<file path="config.mk">
export PLATFORM = sky130hd
export DESIGN_NAME = taint_mul_top
export DESIGN_NICKNAME = d
export VERILOG_FILES = /design/src/hdl/taint_mul_pkg.sv /design/src/hdl/mul_step_if.sv /design/src/hdl/mul_controller.sv /design/src/hdl/mul_datapath.sv /design/src/hdl/operand_queue.sv /design/src/hdl/taint_mul_top.sv
export SDC_FILE = /design/constraint.sdc
export NUM_CORES = 1
export LEC_CHECK = 0
export ABC_AREA = 1
export BUFFER_PORTS_ARGS = -buffer_cell sky130_fd_sc_hd__buf_4
export CAP_MARGIN = 15
export CORE_MARGIN = 2
export CORE_UTILIZATION = 35
export DETAILED_ROUTE_END_ITERATION = 12
export GPL_TIMING_DRIVEN = 0
export SYNTH_ARGS = -nofsm -noshare
export SYNTH_HDL_FRONTEND = slang
export SYNTH_SLANG_ARGS = --single-unit
</file>
<file path="constraint.sdc">
create_clock -name clk -period 3.4 [get_ports clk]
set_clock_uncertainty 0.05 [all_clocks]
set_input_delay 0.68 -clock clk [delete_from_list [all_inputs] [get_ports clk]]
set_output_delay 0.68 -clock clk [all_outputs]
set_load 0.03 [all_outputs]
</file>
<file path="src/hdl/taint_mul_pkg.sv">
// ======================================
// Taint multiplier shared definitions
// Widths, queue depth, enums, operand pair
// ======================================
package taint_mul_pkg;

    // Operand and product widths
    localparam int OP_WIDTH   = 8;
    localparam int PROD_WIDTH = 2 * OP_WIDTH;
    // Running sum keeps one extra carry bit
    localparam int SUM_WIDTH  = PROD_WIDTH + 1;

    // Operand queue, also the sender's starting credit count
    localparam int OPQ_DEPTH  = 2;
    localparam int QPTR_WIDTH = $clog2(OPQ_DEPTH);
    localparam int QCNT_WIDTH = QPTR_WIDTH + 1;
    localparam logic [QPTR_WIDTH-1:0] QPTR_LAST = QPTR_WIDTH'(OPQ_DEPTH - 1);
    localparam logic [QCNT_WIDTH-1:0] QCNT_FULL = QCNT_WIDTH'(OPQ_DEPTH);

    // Step counter for the add/shift loop
    localparam int STEP_CNT_WIDTH = $clog2(OP_WIDTH + 1);
    localparam logic [STEP_CNT_WIDTH-1:0] STEP_LAST = STEP_CNT_WIDTH'(OP_WIDTH - 1);
    localparam logic [STEP_CNT_WIDTH-1:0] STEP_MAX  = STEP_CNT_WIDTH'(OP_WIDTH);

    typedef enum logic [2:0] {
        STEP_IDLE,
        STEP_LOAD,
        STEP_ADD,
        STEP_SKIP,
        STEP_SHIFT
    } step_op_e;

    typedef enum logic [2:0] {
        ST_IDLE,
        ST_LOAD,
        ST_DECIDE,
        ST_SHIFT,
        ST_DONE
    } ctrl_state_e;

    typedef struct packed {
        logic [OP_WIDTH-1:0] multiplier;
        logic [OP_WIDTH-1:0] multiplier_t;
        logic [OP_WIDTH-1:0] multiplicand;
        logic [OP_WIDTH-1:0] multiplicand_t;
    } operand_t;

endpackage

</file>
<file path="src/hdl/mul_step_if.sv">
// ======================================
// Controller to datapath step link
// ======================================
interface mul_step_if;

    // Step command and whether the choice behind it was tainted
    taint_mul_pkg::step_op_e op;
    logic                    op_t;

    // Low multiplier bit fed back for the add/skip choice
    logic mr_lsb;
    logic mr_lsb_t;

    modport ctrl (
        output op,
        output op_t,
        input  mr_lsb,
        input  mr_lsb_t
    );

    modport dp (
        input  op,
        input  op_t,
        output mr_lsb,
        output mr_lsb_t
    );

endinterface

</file>
<file path="src/hdl/mul_controller.sv">
// ======================================
// Shift-add multiplier sequencer
// Load, then add/skip and shift per bit
// ======================================
module mul_controller (
    input  logic         clk,
    input  logic         rst_n,
    input  logic         nonempty,
    output logic         pop,
    output logic         result_valid,
    mul_step_if.ctrl     step
);

    taint_mul_pkg::ctrl_state_e state;
    taint_mul_pkg::ctrl_state_e state_next;

    logic [taint_mul_pkg::STEP_CNT_WIDTH-1:0] step_cnt;

    // ======================================
    // State register and step counter
    // ======================================
    always_ff @(posedge clk) begin
        if (!rst_n) begin
            state    <= taint_mul_pkg::ST_IDLE;
            step_cnt <= '0;
        end else begin
            state <= state_next;
            if (state == taint_mul_pkg::ST_LOAD) begin
                step_cnt <= '0;
            end else if (state == taint_mul_pkg::ST_SHIFT) begin
                step_cnt <= step_cnt + 1'b1;
            end
        end
    end

    always_comb begin
        state_next = state;
        case (state)
            taint_mul_pkg::ST_IDLE: begin
                if (nonempty) begin
                    state_next = taint_mul_pkg::ST_LOAD;
                end
            end
            taint_mul_pkg::ST_LOAD: begin
                state_next = taint_mul_pkg::ST_DECIDE;
            end
            taint_mul_pkg::ST_DECIDE: begin
                state_next = taint_mul_pkg::ST_SHIFT;
            end
            taint_mul_pkg::ST_SHIFT: begin
                // Last bit done, go present the product
                if (step_cnt == taint_mul_pkg::STEP_LAST) begin
                    state_next = taint_mul_pkg::ST_DONE;
                end else begin
                    state_next = taint_mul_pkg::ST_DECIDE;
                end
            end
            taint_mul_pkg::ST_DONE: begin
                // Back to back when another pair is waiting
                state_next = nonempty ? taint_mul_pkg::ST_LOAD : taint_mul_pkg::ST_IDLE;
            end
            default: begin
                state_next = taint_mul_pkg::ST_IDLE;
            end
        endcase
    end

    // ======================================
    // Step commands to the datapath
    // ======================================
    always_comb begin
        step.op   = taint_mul_pkg::STEP_IDLE;
        step.op_t = 1'b0;
        case (state)
            taint_mul_pkg::ST_LOAD:  step.op = taint_mul_pkg::STEP_LOAD;
            taint_mul_pkg::ST_DECIDE: begin
                step.op   = step.mr_lsb ? taint_mul_pkg::STEP_ADD : taint_mul_pkg::STEP_SKIP;
                // Decision taint follows the multiplier bit
                step.op_t = step.mr_lsb_t;
            end
            taint_mul_pkg::ST_SHIFT: step.op = taint_mul_pkg::STEP_SHIFT;
            default:                 step.op = taint_mul_pkg::STEP_IDLE;
        endcase
    end

    assign pop          = (state == taint_mul_pkg::ST_LOAD);
    assign result_valid = (state == taint_mul_pkg::ST_DONE);

    // Exactly OP_WIDTH add/shift rounds per multiply
    a_step_bound: assert property (@(posedge clk) disable iff (!rst_n)
        step_cnt <= taint_mul_pkg::STEP_MAX)
        else $error("step counter ran past operand width");

endmodule

</file>
<file path="src/hdl/mul_datapath.sv">
// ======================================
// Shift-add datapath with taint shadows
// ======================================
module mul_datapath (
    input  logic                                   clk,
    input  logic                                   rst_n,
    input  taint_mul_pkg::operand_t                head,
    mul_step_if.dp                                 step,
    output logic [taint_mul_pkg::PROD_WIDTH-1:0]   product,
    output logic [taint_mul_pkg::PROD_WIDTH-1:0]   product_t
);

    // Operand registers and their taint
    logic [taint_mul_pkg::OP_WIDTH-1:0] md;
    logic [taint_mul_pkg::OP_WIDTH-1:0] md_t;
    logic [taint_mul_pkg::OP_WIDTH-1:0] mr;
    logic [taint_mul_pkg::OP_WIDTH-1:0] mr_t;

    // Running sum, top bit holds the add carry until the shift
    logic [taint_mul_pkg::SUM_WIDTH-1:0] sum;
    logic [taint_mul_pkg::SUM_WIDTH-1:0] sum_t;

    // Adder side
    logic [taint_mul_pkg::SUM_WIDTH-1:0] md_ext;
    logic [taint_mul_pkg::SUM_WIDTH-1:0] md_t_ext;
    logic [taint_mul_pkg::SUM_WIDTH-1:0] carry;
    logic [taint_mul_pkg::SUM_WIDTH-1:0] carry_t;
    logic [taint_mul_pkg::SUM_WIDTH-1:0] add_sum;
    logic [taint_mul_pkg::SUM_WIDTH-1:0] add_sum_t;

    // Multiplicand sits in the upper half of the product
    assign md_ext   = {1'b0, md, {taint_mul_pkg::OP_WIDTH{1'b0}}};
    assign md_t_ext = {1'b0, md_t, {taint_mul_pkg::OP_WIDTH{1'b0}}};

    // ======================================
    // Ripple adder with carry taint
    // ======================================
    always_comb begin
        carry      = '0;
        carry_t    = '0;
        for (int k = 0; k < taint_mul_pkg::SUM_WIDTH - 1; k++) begin
            carry[k+1] = (sum[k] & md_ext[k]) | (sum[k] & carry[k]) |
                         (md_ext[k] & carry[k]);
            // Carry out is tainted only if one of the two addend bits is
            carry_t[k+1] = carry[k+1] & (sum_t[k] | md_t_ext[k]);
        end
        add_sum   = sum ^ md_ext ^ carry;
        add_sum_t = sum_t | md_t_ext | carry_t;
    end

    // ======================================
    // Running sum
    // ======================================
    always_ff @(posedge clk) begin
        if (!rst_n) begin
            sum   <= '0;
            sum_t <= '0;
        end else begin
            case (step.op)
                taint_mul_pkg::STEP_LOAD: begin
                    sum   <= '0;
                    sum_t <= '0;
                end
                taint_mul_pkg::STEP_ADD: begin
                    sum   <= add_sum;
                    sum_t <= step.op_t ? '1 : add_sum_t;
                end
                taint_mul_pkg::STEP_SKIP: begin
                    // A tainted skip leaks just as much as a tainted add
                    if (step.op_t) begin
                        sum_t <= '1;
                    end
                end
                taint_mul_pkg::STEP_SHIFT: begin
                    sum   <= sum >> 1;
                    sum_t <= sum_t >> 1;
                end
                default: begin
                    sum   <= sum;
                    sum_t <= sum_t;
                end
            endcase
        end
    end

    // Operand registers
    always_ff @(posedge clk) begin
        case (step.op)
            taint_mul_pkg::STEP_LOAD: begin
                md   <= head.multiplicand;
                md_t <= head.multiplicand_t;
                mr   <= head.multiplier;
                mr_t <= head.multiplier_t;
            end
            taint_mul_pkg::STEP_SHIFT: begin
                mr   <= mr >> 1;
                mr_t <= mr_t >> 1;
            end
            default: begin
                mr   <= mr;
                mr_t <= mr_t;
            end
        endcase
    end

    assign step.mr_lsb   = mr[0];
    assign step.mr_lsb_t = mr_t[0];

    assign product   = sum[taint_mul_pkg::PROD_WIDTH-1:0];
    assign product_t = sum_t[taint_mul_pkg::PROD_WIDTH-1:0];

endmodule

</file>
<file path="src/hdl/operand_queue.sv">
// ======================================
// Operand FIFO fed by sender credits
// Returns a credit on every pop
// ======================================
module operand_queue (
    input  logic                    clk,
    input  logic                    rst_n,
    input  logic                    push,
    input  taint_mul_pkg::operand_t push_data,
    input  logic                    pop,
    output taint_mul_pkg::operand_t head,
    output logic                    nonempty,
    output logic                    credit_return
);

    taint_mul_pkg::operand_t mem [taint_mul_pkg::OPQ_DEPTH];

    logic [taint_mul_pkg::QPTR_WIDTH-1:0] wr_ptr;
    logic [taint_mul_pkg::QPTR_WIDTH-1:0] rd_ptr;
    logic [taint_mul_pkg::QCNT_WIDTH-1:0] count;

    always_ff @(posedge clk) begin
        if (push) begin
            mem[wr_ptr] <= push_data;
        end
    end

    always_ff @(posedge clk) begin
        if (!rst_n) begin
            wr_ptr <= '0;
            rd_ptr <= '0;
            count  <= '0;
        end else begin
            if (push) begin
                wr_ptr <= (wr_ptr == taint_mul_pkg::QPTR_LAST) ? '0 : wr_ptr + 1'b1;
            end
            if (pop) begin
                rd_ptr <= (rd_ptr == taint_mul_pkg::QPTR_LAST) ? '0 : rd_ptr + 1'b1;
            end
            case ({push, pop})
                2'b10:   count <= count + 1'b1;
                2'b01:   count <= count - 1'b1;
                default: count <= count;
            endcase
        end
    end

    assign head     = mem[rd_ptr];
    assign nonempty = (count != '0);

    // One credit back per pair taken out
    assign credit_return = pop;

    // Sender must never spend a credit it does not hold
    a_no_overflow: assert property (@(posedge clk) disable iff (!rst_n)
        !(push && count == taint_mul_pkg::QCNT_FULL))
        else $error("operand queue overflow");

    a_no_underflow: assert property (@(posedge clk) disable iff (!rst_n)
        !(pop && count == '0))
        else $error("operand queue underflow");

endmodule

</file>
<file path="src/hdl/taint_mul_top.sv">
// ======================================
// Taint-tracking sequential multiplier
// ======================================
module taint_mul_top (
    input  logic                                  clk,
    input  logic                                  rst_n,
    input  logic                                  in_valid,
    input  logic [taint_mul_pkg::OP_WIDTH-1:0]    multiplier,
    input  logic [taint_mul_pkg::OP_WIDTH-1:0]    multiplier_t,
    input  logic [taint_mul_pkg::OP_WIDTH-1:0]    multiplicand,
    input  logic [taint_mul_pkg::OP_WIDTH-1:0]    multiplicand_t,
    output logic                                  credit_return,
    output logic                                  result_valid,
    output logic [taint_mul_pkg::PROD_WIDTH-1:0]  product,
    output logic [taint_mul_pkg::PROD_WIDTH-1:0]  product_t
);

    taint_mul_pkg::operand_t in_pair;
    taint_mul_pkg::operand_t head;
    logic                    nonempty;
    logic                    pop;

    mul_step_if step_if ();

    // Pack the operand pair with its taint
    assign in_pair.multiplier     = multiplier;
    assign in_pair.multiplier_t   = multiplier_t;
    assign in_pair.multiplicand   = multiplicand;
    assign in_pair.multiplicand_t = multiplicand_t;

    operand_queue operand_queue_i (
        .clk           (clk),
        .rst_n         (rst_n),
        .push          (in_valid),
        .push_data     (in_pair),
        .pop           (pop),
        .head          (head),
        .nonempty      (nonempty),
        .credit_return (credit_return)
    );

    mul_controller mul_controller_i (
        .clk          (clk),
        .rst_n        (rst_n),
        .nonempty     (nonempty),
        .pop          (pop),
        .result_valid (result_valid),
        .step         (step_if.ctrl)
    );

    mul_datapath mul_datapath_i (
        .clk       (clk),
        .rst_n     (rst_n),
        .head      (head),
        .step      (step_if.dp),
        .product   (product),
        .product_t (product_t)
    );

endmodule

</file>
# Word-level counts from Yosys, hierarchy flattened
# Memories as Yosys holds them, arrays and structs flattened. A register that Yosys moved wholly into a read port is not among the register bits.
# Index checks and enable logic that the tools add are counted.
[op_classes]
muxes = 20
bitwise = 57
reduce_logical = 8
addsub = 5
n_eq_ne = 13
[op_table]
columns = ["operator", "count"]
rows = [
  ["17-bit one-hot mux with 4 select lines", 1],
  ["17-bit one-hot mux with 3 select lines", 1],
  ["17-bit 2-to-1 mux", 2],
  ["8-bit one-hot mux with 2 select lines", 2],
  ["1-bit bitwise AND", 30],
  ["1-bit OR", 22],
  ["17-bit by 16-bit OR with 17-bit output", 1],
  ["17-bit OR", 1],
  ["17-bit by 16-bit bitwise XOR with 17-bit output", 1],
  ["17-bit bitwise XOR", 1],
  ["3-bit one-hot mux with 5 select lines", 1],
  ["3-bit by 2-bit == test with 1-bit output (second input constant)", 4],
  ["1-bit 2-to-1 mux", 9],
  ["3-bit one-hot mux with 3 select lines", 1],
  ["3-bit by 1-bit == test with 1-bit output (second input constant)", 2],
  ["3-bit == test (second input constant)", 2],
  ["3-bit 2-to-1 mux", 2],
  ["2-bit nonzero test", 3],
  ["4-bit by 1-bit adder with 4-bit output (second input constant)", 1],
  ["4-bit by 3-bit == test with 1-bit output (second input constant)", 1],
  ["2-bit by 1-bit inequality test with 1-bit output (second input constant)", 2],
  ["2-bit one-hot mux with 2 select lines", 1],
  ["4-bit nonzero test", 1],
  ["3-bit zero test", 1],
  ["9 further kinds", 10],
]
[word_totals]
register_bits = 77
ramBits = 64
inputBits = 35
mem_count = 1
word_cells = 115
[memory_table]
columns = ["memory", "words", "word_bits", "rd", "rd_ports_with_merged_regs", "wr", "line_no", "text"]
rows = [
  ["operand_queue_i.mem", 2, 32, 1, 1, 1, "operand_queue.sv:16", "taint_mul_pkg::operand_t mem [taint_mul_pkg::OPQ_DEPTH];"],
]

# Longest topological paths before layout
# Gate-level depths: netlist of the first run.
[logic_depth]
ltp_word = 26
ltp_mapped = 15
ltp_nobuf = 15

# Cells and area by module
# Synthesis of the first run repeated with hierarchy kept, for this count alone.
[unflattened]
cells_unflattened = 572
area_unflattened_um2 = 6560.0
[by_module_without_submodules]
columns = ["mod", "area_each_um2", "cells_per_inst", "seq_area_each_um2", "instances"]
rows = [
  ["mul_datapath", 3512.1, 386, 1641.6, 1],
  ["operand_queue", 2695.1, 134, 2021.9, 1],
  ["mul_controller", 352.8, 52, 140.1, 1],
]

# Worst setup path after synthesis of the first run
# OpenSTA, ideal clock, no wires.
[synth_timing]
kind = "register to register"
from = "reg mul_datapath_i.sum[8] in the netlist's numbering"
to = "reg mul_datapath_i.sum[15] in the netlist's numbering"
path_stages_with_launch = 13
path_buffers = 0
arrival_time_ns = 3.481
setup_slack_ns = -0.263
required_time_ns = 3.217
cell_sequence = "dfxtp_1 ha_1 inv_1 fa_1 fa_1 fa_1 fa_1 fa_1 fa_1 inv_1 fa_1 nand2_1 a31oi_1"
[synth_between]
elab_chain_cells = 21
[synth_lines]
columns = ["item", "line_no", "text"]
rows = [
  ["start, declared", "mul_datapath.sv:20", "logic [taint_mul_pkg::SUM_WIDTH-1:0] sum;"],
  ["start signal, assigned", "mul_datapath.sv:65", "sum <= add_sum;"],
  ["start signal, assigned", "mul_datapath.sv:75", "sum <= sum >> 1;"],
  ["start signal, assigned", "mul_datapath.sv:79", "sum <= sum;"],
  ["1-bit bitwise AND (*)", "mul_datapath.sv:42", "carry[k+1] = (sum[k] & md_ext[k]) | (sum[k] & carry[k]) |"],
  ["1-bit bitwise AND", "mul_datapath.sv:42", ""],
  ["1-bit OR", "mul_datapath.sv:42", ""],
  ["1-bit OR (*)", "mul_datapath.sv:42", ""],
  ["1-bit bitwise AND", "mul_datapath.sv:42", ""],
  ["1-bit OR", "mul_datapath.sv:42", ""],
  ["1-bit OR (*)", "mul_datapath.sv:42", ""],
  ["1-bit bitwise AND", "mul_datapath.sv:42", ""],
  ["[... 5 more ...]", "-", ""],
  ["1-bit bitwise AND", "mul_datapath.sv:42", ""],
  ["1-bit OR", "mul_datapath.sv:42", ""],
  ["1-bit OR (*)", "mul_datapath.sv:42", ""],
  ["1-bit bitwise AND", "mul_datapath.sv:42", ""],
  ["1-bit OR", "mul_datapath.sv:42", ""],
  ["1-bit OR (*)", "mul_datapath.sv:42", ""],
  ["17-bit bitwise XOR (*)", "mul_datapath.sv:47", "add_sum = sum ^ md_ext ^ carry;"],
  ["17-bit one-hot mux with 3 select lines (*)", "mul_datapath.sv:59", "case (step.op)"],
]
# Every way passes the cells marked *; elsewhere a longest branch is shown, timed or not.
# A chain may end at the register's enable or synchronous reset.

# Worst setup path in the final report of the first run
[layout_timing]
from = "reg mul_datapath_i.md[0] in the netlist's numbering"
to = "reg mul_datapath_i.sum[15] in the netlist's numbering"
[layout_between]
elab_chain_cells = 21
[layout_lines]
columns = ["item", "line_no", "text"]
rows = [
  ["start, declared", "mul_datapath.sv:14", "logic [taint_mul_pkg::OP_WIDTH-1:0] md;"],
  ["start signal, assigned", "mul_datapath.sv:90", "md <= head.multiplicand;"],
  ["1-bit bitwise AND (*)", "mul_datapath.sv:42", ""],
  ["1-bit bitwise AND", "mul_datapath.sv:42", ""],
  ["1-bit OR", "mul_datapath.sv:42", ""],
  ["1-bit OR (*)", "mul_datapath.sv:42", ""],
  ["1-bit bitwise AND", "mul_datapath.sv:42", ""],
  ["1-bit OR", "mul_datapath.sv:42", ""],
  ["1-bit OR (*)", "mul_datapath.sv:42", ""],
  ["1-bit bitwise AND", "mul_datapath.sv:42", ""],
  ["[... 5 more ...]", "-", ""],
  ["1-bit bitwise AND", "mul_datapath.sv:42", ""],
  ["1-bit OR", "mul_datapath.sv:42", ""],
  ["1-bit OR (*)", "mul_datapath.sv:42", ""],
  ["1-bit bitwise AND", "mul_datapath.sv:42", ""],
  ["1-bit OR", "mul_datapath.sv:42", ""],
  ["1-bit OR (*)", "mul_datapath.sv:42", ""],
  ["17-bit bitwise XOR (*)", "mul_datapath.sv:47", ""],
  ["17-bit one-hot mux with 3 select lines (*)", "mul_datapath.sv:59", ""],
]
# Marked as above.

==> impl_metrics.toml, run 1 <==
[synth]
synth_seq_cells = 142
ys.warnings.count = 0
synth_nets = 606
synth_top_family_by_area = "simple AND/OR/NAND/NOR gates"
synth-async-reset-ratio_pct = 0
synthXorXnorAreaFrac_pct = 0.291
synth_cell_type_count = 30
synth.avg_cell_area_um2 = 10.7
synth_edf_count = 96
syn-cell-area_um2 = 6010
synth-compound-area-share_pct = 7.70
synthAdderAreaFrac_pct = 2.96
synth-simple-area-share_pct = 13.1
synthesis.instances = 561
synthMuxAreaShare_pct = 3.37
seq_area_frac_synth_pct = 63.3
ys.flop_type = "edfxtp_1"

[global_routing]
antenna_found_initial = 0
grt_util_met1_pct = 16.7
use_met3_pct = 4.09
grt_pass1_vias = 3976
met2_usage_pct = 23.7
grt_pass1_wl_mm = 19.7
overflow = 0
grt_max_degree = 24
busiest_layer = "met2"
grt_usage_pct = 14.1

[sta]
hold_violations = 0
slew_headroom_pct = 48.4
period_share_pct = 106
hold_slack_ps = 394
setup_ws_ps = -189
worstMarginPinSlew_ps = 773
max_clock_freq_mhz = 279
drv_slew = 0
setup_viol = 4
min_period_ps = 3590
grt_setup_unrepaired = "true"

[finish]
utilization_pct = 45.5
syn_to_final_growth_pct = 26.4
mostFrequentLayoutCell = "nand2_1"
drive_gt1_share_pct = 29.0
fin_nets = 705
diodes = 0
final_cell_mix = "nand2_1 (136), buf_4 (113), edfxtp_1 (96)"

[detailed_routing]
drcViolationCount = 0
vias = 4108
wire_per_inst_um = 13.8
drt_iter0_markers = 250
dr.pass1.iters = 5
via_per_inst = 4.60
totalWireLength_mm = 12.4
final_antenna_net_count = 0

[clock_network]
insertion_delay_ps = 410
clk_path_buf_depth = 2
htree_levels = 4
numCtsBuffers = 17
cts_root_buffer = "clkbuf_16"
clk_pin_slew_worst_paths_ps = 60
cts_tree = "done"
postCtsHoldBufs = 0
cts.sinks = 142

[job]
drv_cap = 0

[power_and_ir_drop]
p_total_mw = 5.63
ir_drop_mv = 0.381
powerDensity_nw_per_um2 = 741
p_leak_nw = 2.97

[critical_path]
reg2reg_setup_slack_ps = -190
crit_path_end_kind = "flip-flop"
cp.arrival_ps = 3810
crit_required_ps = 3630
crit_path_max_fanout = 2
startpoint_type = "flip-flop"
criticalPathCategory = "reg -> reg"

[floorplanning]
core-area_um2 = 16700
io_pins = 69
die_h_um = 135
die_x_um = 135
die_area_um2 = 18200
initial_utilization_pct = 36.0
placementRows = 47

[placed_design]
io_buffers = 68
gp_congestion = 0.855
post-dp-hpwl_mm = 8.69

[outcome]
violations = "negative setup slack"
status = "complete, but fails checks"

[hold_path]
hp-class = "in -> reg"
## cell type report
class                      count  area [um^2]
buffer                        48          318
clock buffer                  19          433
clock inverter                13          189
fill                        1549         9100
inverter                      65          244
multi-input combinational    306         1700
sequential                   142         3810
tap                          220          275
timing repair buffer          80          633
## timing repair
action | 4_1_cts | 5_1_grt
pin swaps | 1 | 1
endpoints found under the setup margin | 4 | 4
buffers inserted | 6 | 4
gates resized for setup | 8 | 5
cloned | 0 | 0
## where the power goes
part	internal (mW)	total (mW)	switching, mW
Clock	1.23	1.94	0.709
Sequential	2.18	2.34	0.158
Combinational	0.498	1.35	0.854
## cell families after synthesis
| kind of cell | after synthesis |
|---|---|
| compound gates | 82 |
| xor+xnor | 2 |
| fa+ha+maj | 10 |
| buf+inv | 113 |
| flops | 142 |
| mux | 18 |
| simple gates | 194 |
## state kept, by name, indices dropped and copies added (netlist names), named ones only
signal and flops:
operand_queue_i.rd_ptr 1, mul_datapath_i.md_t 8, mul_datapath_i.mr_t 8, mul_controller_i.state 3, operand_queue_i.mem 64, mul_datapath_i.sum_t 17, mul_datapath_i.mr 8, operand_queue_i.wr_ptr 1
operand_queue_i.count 2, mul_controller_i.step_cnt 4, mul_datapath_i.md 8, mul_datapath_i.sum 17
## per-layer routing
metal / vias up / wire length (um)
li1: 2041 / -
met1: 1963 / 5360
met2: 83 / 6180
met3: 21 / 527
met4: 0 / 291
met5: - / 0
## final timing paths
| kind | depth (start not counted) | start | end |
|---|---|---|---|
| worst max-delay path | 12 | mul_datapath_i.md[0] | mul_datapath_i.sum[15] |
| worst min-delay path | 1 | multiplier_t[5] | operand_queue_i.mem[1][21] |
| worst max register to register | 12 | mul_datapath_i.md[0] | mul_datapath_i.sum[15] |
| worst min register to register | 1 | operand_queue_i.count[1] | operand_queue_i.count[1] |
## Yosys cell counts (3+ instances only)
cell      instances  share of area (%)
nand3_1          17                1.4
o21ai_0          38                3.2
clkbuf_1          5               0.31
ha_1              3               0.62
nor3_1            4               0.33
buf_2             5               0.42
buf_1             3               0.19
a31oi_1           9               0.94
a21oi_1          23                1.9
mux2_2           18                3.4
nand2_1         136                8.5
nor2_1           30                1.9
buf_4            35                4.4
edfxtp_1         96                 48
dfxtp_1          46                 15
fa_1              7                2.3
inv_1            63                3.9
o32ai_1           5               0.73
## critical path: stages (launching register included)
cell and delay (ps):
edfxtp_1 390, ha_4 150, inv_2 30, fa_2 350, fa_2 370, fa_2 370
fa_2 360, fa_2 380, fa_2 350, inv_2 70, fa_2 420, nand2_1 80
a31oi_1 80
## per-stage QoR
step | instances | setup WS (ps) | area [um^2] | setup TNS, ps
after floorplan | 561 | 3.74 | 6020 | 0
after detailed placement | 851 | -282 | 6870 | -878
after CTS | 889 | -132 | 7540 | -251
final | 893 | -189 | 7600 | -494
after global routing | 893 | -256 | 7600 | -872
after global placement | 849 | -272 | 6810 | -3040
Power figures use the tool's default switching activity.
==> run 2: changes to the inputs <==
ABC_AREA = default   (was 1)
CTS_CLUSTER_SIZE = 25   (was default)
==> impl_metrics.toml, run 2 <==
[synth]
synth-simple-area-share_pct = 8.74
synth_area_leader_cell = "edfxtp_1"
yosysMostFrequentCell = "edfxtp_1"
ys.warnings.count = 0
synthXorXnorAreaFrac_pct = 0.577
synth_top_area_share_pct = 47.5
synth-compound-area-share_pct = 12.1
synthesis.instances = 472
synth-async-reset-ratio_pct = 0
synth.avg_cell_area_um2 = 12.9
synth_seq_cells = 142
syn-cell-area_um2 = 6070
synthMuxAreaShare_pct = 5.77
synth_top_family_by_area = "compound AO/OA/AOI/OAI gates"
synth_cell_type_count = 48
synth_commonest_cells = "edfxtp_1 (96), dfxtp_1 (46), o21ai_0 (34)"
ys.flop_type = "edfxtp_1"
synth_nets = 517
seq_area_frac_synth_pct = 62.7
synth_edf_count = 96
netlist_top_cells_area = "edfxtp_1 (47%), dfxtp_1 (15%), buf_4 (4.1%)"
synthAdderAreaFrac_pct = 2.93

[global_routing]
busiest_layer = "met2"
met2_usage_pct = 23.7
grt_usage_pct = 14.1
grt_pass1_vias = 4000
grt_max_degree = 33
overflow = 0
grt_util_met1_pct = 17.1
use_met3_pct = 4.08
antenna_found_initial = 0
grt_pass1_wl_mm = 19.9

[finish]
seq_area_um2 = 3810
largest_register = "operand_queue_i.mem"
mostFrequentLayoutCell = "buf_4"
top_regs = "operand_queue_i.mem x64, mul_datapath_i.sum x17, mul_datapath_i.sum_t x17"
syn_to_final_growth_pct = 25.8
diodes = 0
largest_reg_flops = 64
final_cell_mix = "buf_4 (109), edfxtp_1 (96), dfxtp_1 (45)"
multiInputGateArea_um2 = 1900
n_fill_cell = 1575
fin_nets = 614
utilization_pct = 44.6
drive_gt1_share_pct = 33.0

[clock_network]
clk_path_buf_depth = 2
htree_levels = 4
cts.sinks = 142
numCtsBuffers = 17
postCtsHoldBufs = 0
clk_pin_slew_worst_paths_ps = 60
insertion_delay_ps = 420
cts_tree = "done"
cts_root_buffer = "clkbuf_16"

[critical_path]
cp.arrival_ps = 4030
crit_path_end_kind = "flip-flop"
crit_path_max_fanout = 2
crit_required_ps = 3700
startpoint_type = "flip-flop"
criticalPathCategory = "reg -> reg"

[job]
drv_cap = 0

[sta]
setup_ws_ps = -334
period_share_pct = 110
worstMarginPinSlew_ps = 885
min_period_ps = 3730
grt_setup_unrepaired = "true"
finalSetupTns_ps = -819
drv_slew = 0
setup_viol = 4
max_clock_freq_mhz = 268
slew_headroom_pct = 41.0
hold_violations = 0

[power_and_ir_drop]
ir_drop_mv = 0.421
powerDensity_nw_per_um2 = 741
p_leak_nw = 2.83

[detailed_routing]
drcViolationCount = 0
dr.pass1.iters = 5
totalWireLength_mm = 12.3
wire_per_inst_um = 15.3
vias = 3930
via_per_inst = 4.87
final_antenna_net_count = 0
drt_iter0_markers = 289

[placed_design]
gp_congestion = 0.808
post-dp-hpwl_mm = 8.50
io_buffers = 68
pre_cts_ws_ps = -490

[floorplanning]
die_area_um2 = 18400
core-area_um2 = 17100
die_h_um = 136
die_x_um = 136
placementRows = 48
initial_utilization_pct = 35.5
io_pins = 69

[outcome]
violations = "negative setup slack"
status = "complete, but fails checks"

[hold_path]
hp-class = "in -> reg"
==> run 2: cell types whose count changed in the layout (fill, tap and decap cells not counted), moves of 8 or more <==
cell,previous run,this run
o2bb2ai_1,0,8
a22o_1,0,9
nand2_1,136,21
inv_1,60,16
nand3_1,17,3
a31oi_1,9,0
a22oi_1,0,8
nor2_1,29,20
nand2b_1,0,10
mux2i_1,0,17
nor3b_1,0,8
==> run 2: cells by family (layout without fill, tap and decap cells) <==
logic type               Yosys count  in the layout
AO/OA/AOI/OAI                    106            106
XOR/XNOR                           4              4
flip-flops                       142            142
multiplexers                      33             33
adder cells (fa/ha/maj)           10             10
AND/OR/NAND/NOR                   99             99
buffers and inverters             78            188
==> run 2: critical path, stage by stage (launching register included) <==
cell and delay [ps]:
edfxtp_1 370, ha_2 190, inv_2 40, fa_2 350
fa_2 360, fa_2 360, fa_2 360, fa_2 370
fa_2 360, inv_2 70, fa_2 200, inv_2 40
or3_4 350, a211oi_2 200
==> run 2: power breakdown <==
group / internal (mW) / switching, mW
combinational: 0.609 / 0.853
sequential: 2.19 / 0.161
clock: 1.13 / 0.720
total: 3.93 / 1.73
==> run 2: final timing paths <==
kind                                     start                            to  cells after the start  slack (ps)
setup / recovery          mul_datapath_i.md[0]        mul_datapath_i.sum[16]                     13        -330
hold / removal                 multiplicand[0]     operand_queue_i.mem[0][8]                      1         390
setup reg to reg          mul_datapath_i.md[0]        mul_datapath_i.sum[16]                     13        -330
hold reg to reg   mul_controller_i.step_cnt[1]  mul_controller_i.step_cnt[1]                      2         430
==> run 2: final cells by class <==
class                      count  share of cell area, %
buffer                        58                   4.72
clock buffer                  22                   7.06
clock inverter                10                  0.885
inverter                      20                  0.983
multi-input combinational    252                   24.9
sequential                   142                   49.9
tap                          225                   3.69
timing repair buffer          78                   7.93
==> run 2: layer usage <==
metal / part of all wire (%) / vias to the layer above
met5: 0 / -
met4: 1.8 / 0
met3: 4.3 / 21
met2: 50 / 95
met1: 44 / 1919
li1: - / 1895
==> run 2: stage by stage <==
| stage | std cells | total power [mW] | cell area [um^2] | hold WS [ps] |
|---|---|---|---|---|
| 2_1_floorplan | 472 | 3.36 | 6090 | 398 |
| 3_3_place_gp | 765 | 3.76 | 6880 | 412 |
| 3_5_place_dp | 767 | 3.83 | 6930 | 421 |
| 4_1_cts | 806 | 5.69 | 7590 | 375 |
| 5_1_grt | 807 | 5.95 | 7630 | 373 |
| 6_report | 807 | 5.66 | 7630 | 392 |
==> run 2: timing repair <==
action,CTS,global route
pin swaps,1,4
setup endpoints to repair,5,6
buffers inserted,7,1
resized for setup,4,9
==> run 3: changes to the inputs <==
BUFFER_PORTS_ARGS = -buffer_cell sky130_fd_sc_hd__buf_2   (was -buffer_cell sky130_fd_sc_hd__buf_4)
CTS_BUF_LIST = sky130_fd_sc_hd__clkbuf_16   (was default)
==> impl_metrics.toml, run 3 (same netlist as run 2, synthesis figures left out) <==
[outcome]
status = "complete, but fails checks"
violations = "negative setup slack"

[detailed_routing]
drcViolationCount = 0
final_antenna_net_count = 0
via_per_inst = 4.82
wire_per_inst_um = 15.0
drt_iter0_markers = 218
vias = 3910
dr.pass1.iters = 4
totalWireLength_mm = 12.2

[clock_network]
htree_levels = 4
numCtsBuffers = 17
clk_pin_slew_worst_paths_ps = 60
cts_root_buffer = "clkbuf_16"
insertion_delay_ps = 410
clk_path_buf_depth = 2
cts_tree = "done"
cts.sinks = 142

[global_routing]
grt_usage_pct = 13.7
grt_max_degree = 33
grt_pass1_wl_mm = 19.5
grt_pass1_vias = 3951
overflow = 0
antenna_found_initial = 0

[floorplanning]
io_pins = 69
die_x_um = 136
die_area_um2 = 18400
initial_utilization_pct = 35.5
placementRows = 48
die_h_um = 136
core-area_um2 = 17100

[placed_design]
io_buffers = 68
dp.cells = 767
post-dp-hpwl_mm = 8.34
gp_congestion = 0.803

[sta]
min_period_ps = 3750
period_share_pct = 110
grt_setup_unrepaired = "true"
setup_ws_ps = -345
drv_slew = 0
worstMarginPinSlew_ps = 842
hold_violations = 0
finalSetupTns_ps = -920
setup_viol = 4
max_clock_freq_mhz = 267
slew_headroom_pct = 43.9

[critical_path]
crit_path_max_fanout = 2
r2r_cells = 13
reg2reg_to = "mul_datapath_i.sum[16]"
r2r-start = "mul_datapath_i.md[0]"
critPathCapture = "mul_datapath_i.sum[16]"
criticalPathCategory = "reg -> reg"
crit_path_end_kind = "flip-flop"
cp_num_cells = 13
cp_num_buf_inv = 3
startpoint_type = "flip-flop"
crit_slowest_cell = "edfxtp_1"
cpPeakStageDelay_ps = 390
crit_start = "mul_datapath_i.md[0]"
cp.arrival_ps = 4020
crit_chain = "ha_4 > inv_2 > fa_2 > fa_2 > fa_2 > fa_2 > fa_2 > fa_2 > inv_2 > fa_2 > inv_1 > or3_4 > a211oi_2"
path_delay_family = "adder cells"
reg2reg_setup_slack_ps = -350
critPathMostFrequentCell = "fa_2"
crit_required_ps = 3680

[finish]
fin_nets = 618
stdcell_count = 811
largest_register = "operand_queue_i.mem"
drive_gt1_share_pct = 32.6
largest_reg_flops = 64
multiInputGateArea_um2 = 1900
mostFrequentLayoutCell = "edfxtp_1"
n_fill_cell = 1592
diodes = 0
syn_to_final_growth_pct = 22.6
top_regs = "operand_queue_i.mem x64, mul_datapath_i.sum x17, mul_datapath_i.sum_t x17"
seq_area_um2 = 3810
final_cell_mix = "edfxtp_1 (96), buf_2 (77), buf_4 (45), dfxtp_1 (45), o21ai_0 (33)"

[hold_path]
hp-class = "in -> reg"

[power_and_ir_drop]
p_leak_nw = 2.79
powerDensity_nw_per_um2 = 737
ir_drop_mv = 0.333

[job]
drv_cap = 0
==> run 3: what timing repair did <==
item                       4_1_cts  5_1_grt
setup endpoints to repair        5        6
hold buffers                     0        0
buffers inserted                 7        5
pin swaps                        1        2
resized for setup                6        6
==> run 3: worst min path at each step <==
stage / end / cells past startpoint / startpoint / slack (ps)
finish: operand_queue_i.mem[0][18] / 1 / multiplier_t[2] / 410
CTS: operand_queue_i.mem[0][23] / 1 / multiplier_t[7] / 390
detailed placement: mul_datapath_i.sum_t[0] / 1 / mul_datapath_i.sum_t[0] / 420
floorplan: mul_datapath_i.sum_t[16] / 2 / mul_datapath_i.sum_t[16] / 400
global placement: mul_controller_i.step_cnt[1] / 2 / mul_controller_i.step_cnt[1] / 410
global route: operand_queue_i.mem[1][16] / 1 / multiplier_t[0] / 390
==> run 3: stage by stage <==
| stage | cell area [um^2] | hold WS [ps] | util (%) | power, mW | setup slack, ps |
|---|---|---|---|---|---|
| global placement | 6710 | 413 | 39.2 | 3.72 | -469 |
| detailed placement | 6760 | 422 | 39.5 | 3.78 | -475 |
| finish | 7440 | 406 | 43.5 | 5.48 | -345 |
| floorplan | 6090 | 398 | - | 3.36 | -127 |
| global route | 7440 | 391 | 43.5 | 5.77 | -456 |
| CTS | 7380 | 388 | 43.1 | 5.51 | -312 |
==> run 3: layout make-up <==
type	count	area share [%]
Buffer	58	4.84
Clock buffer	17	5.72
Clock inverter	15	1.68
Inverter	20	1.01
Multi-Input combinational cell	252	25.5
Sequential cell	142	51.2
Tap cell	225	3.78
Timing Repair Buffer	82	6.26
==> run 3: report_power, final <==
group          internal, mW  leakage (nW)  switching, mW
combinational         0.580          1.25          0.857
clock                  1.00         0.269          0.702
sequential             2.19          1.27          0.156
total                  3.77          2.79           1.71
==> run 3: per-layer routing <==
layer | up-vias | GRT usage [%] | routed length [um]
li1 | 1905 | - | -
met1 | 1903 | 16.6 | 5310
met2 | 86 | 23.8 | 6250
met3 | 16 | 3.11 | 477
met4 | 0 | 5.38 | 142
met5 | - | 0 | 0
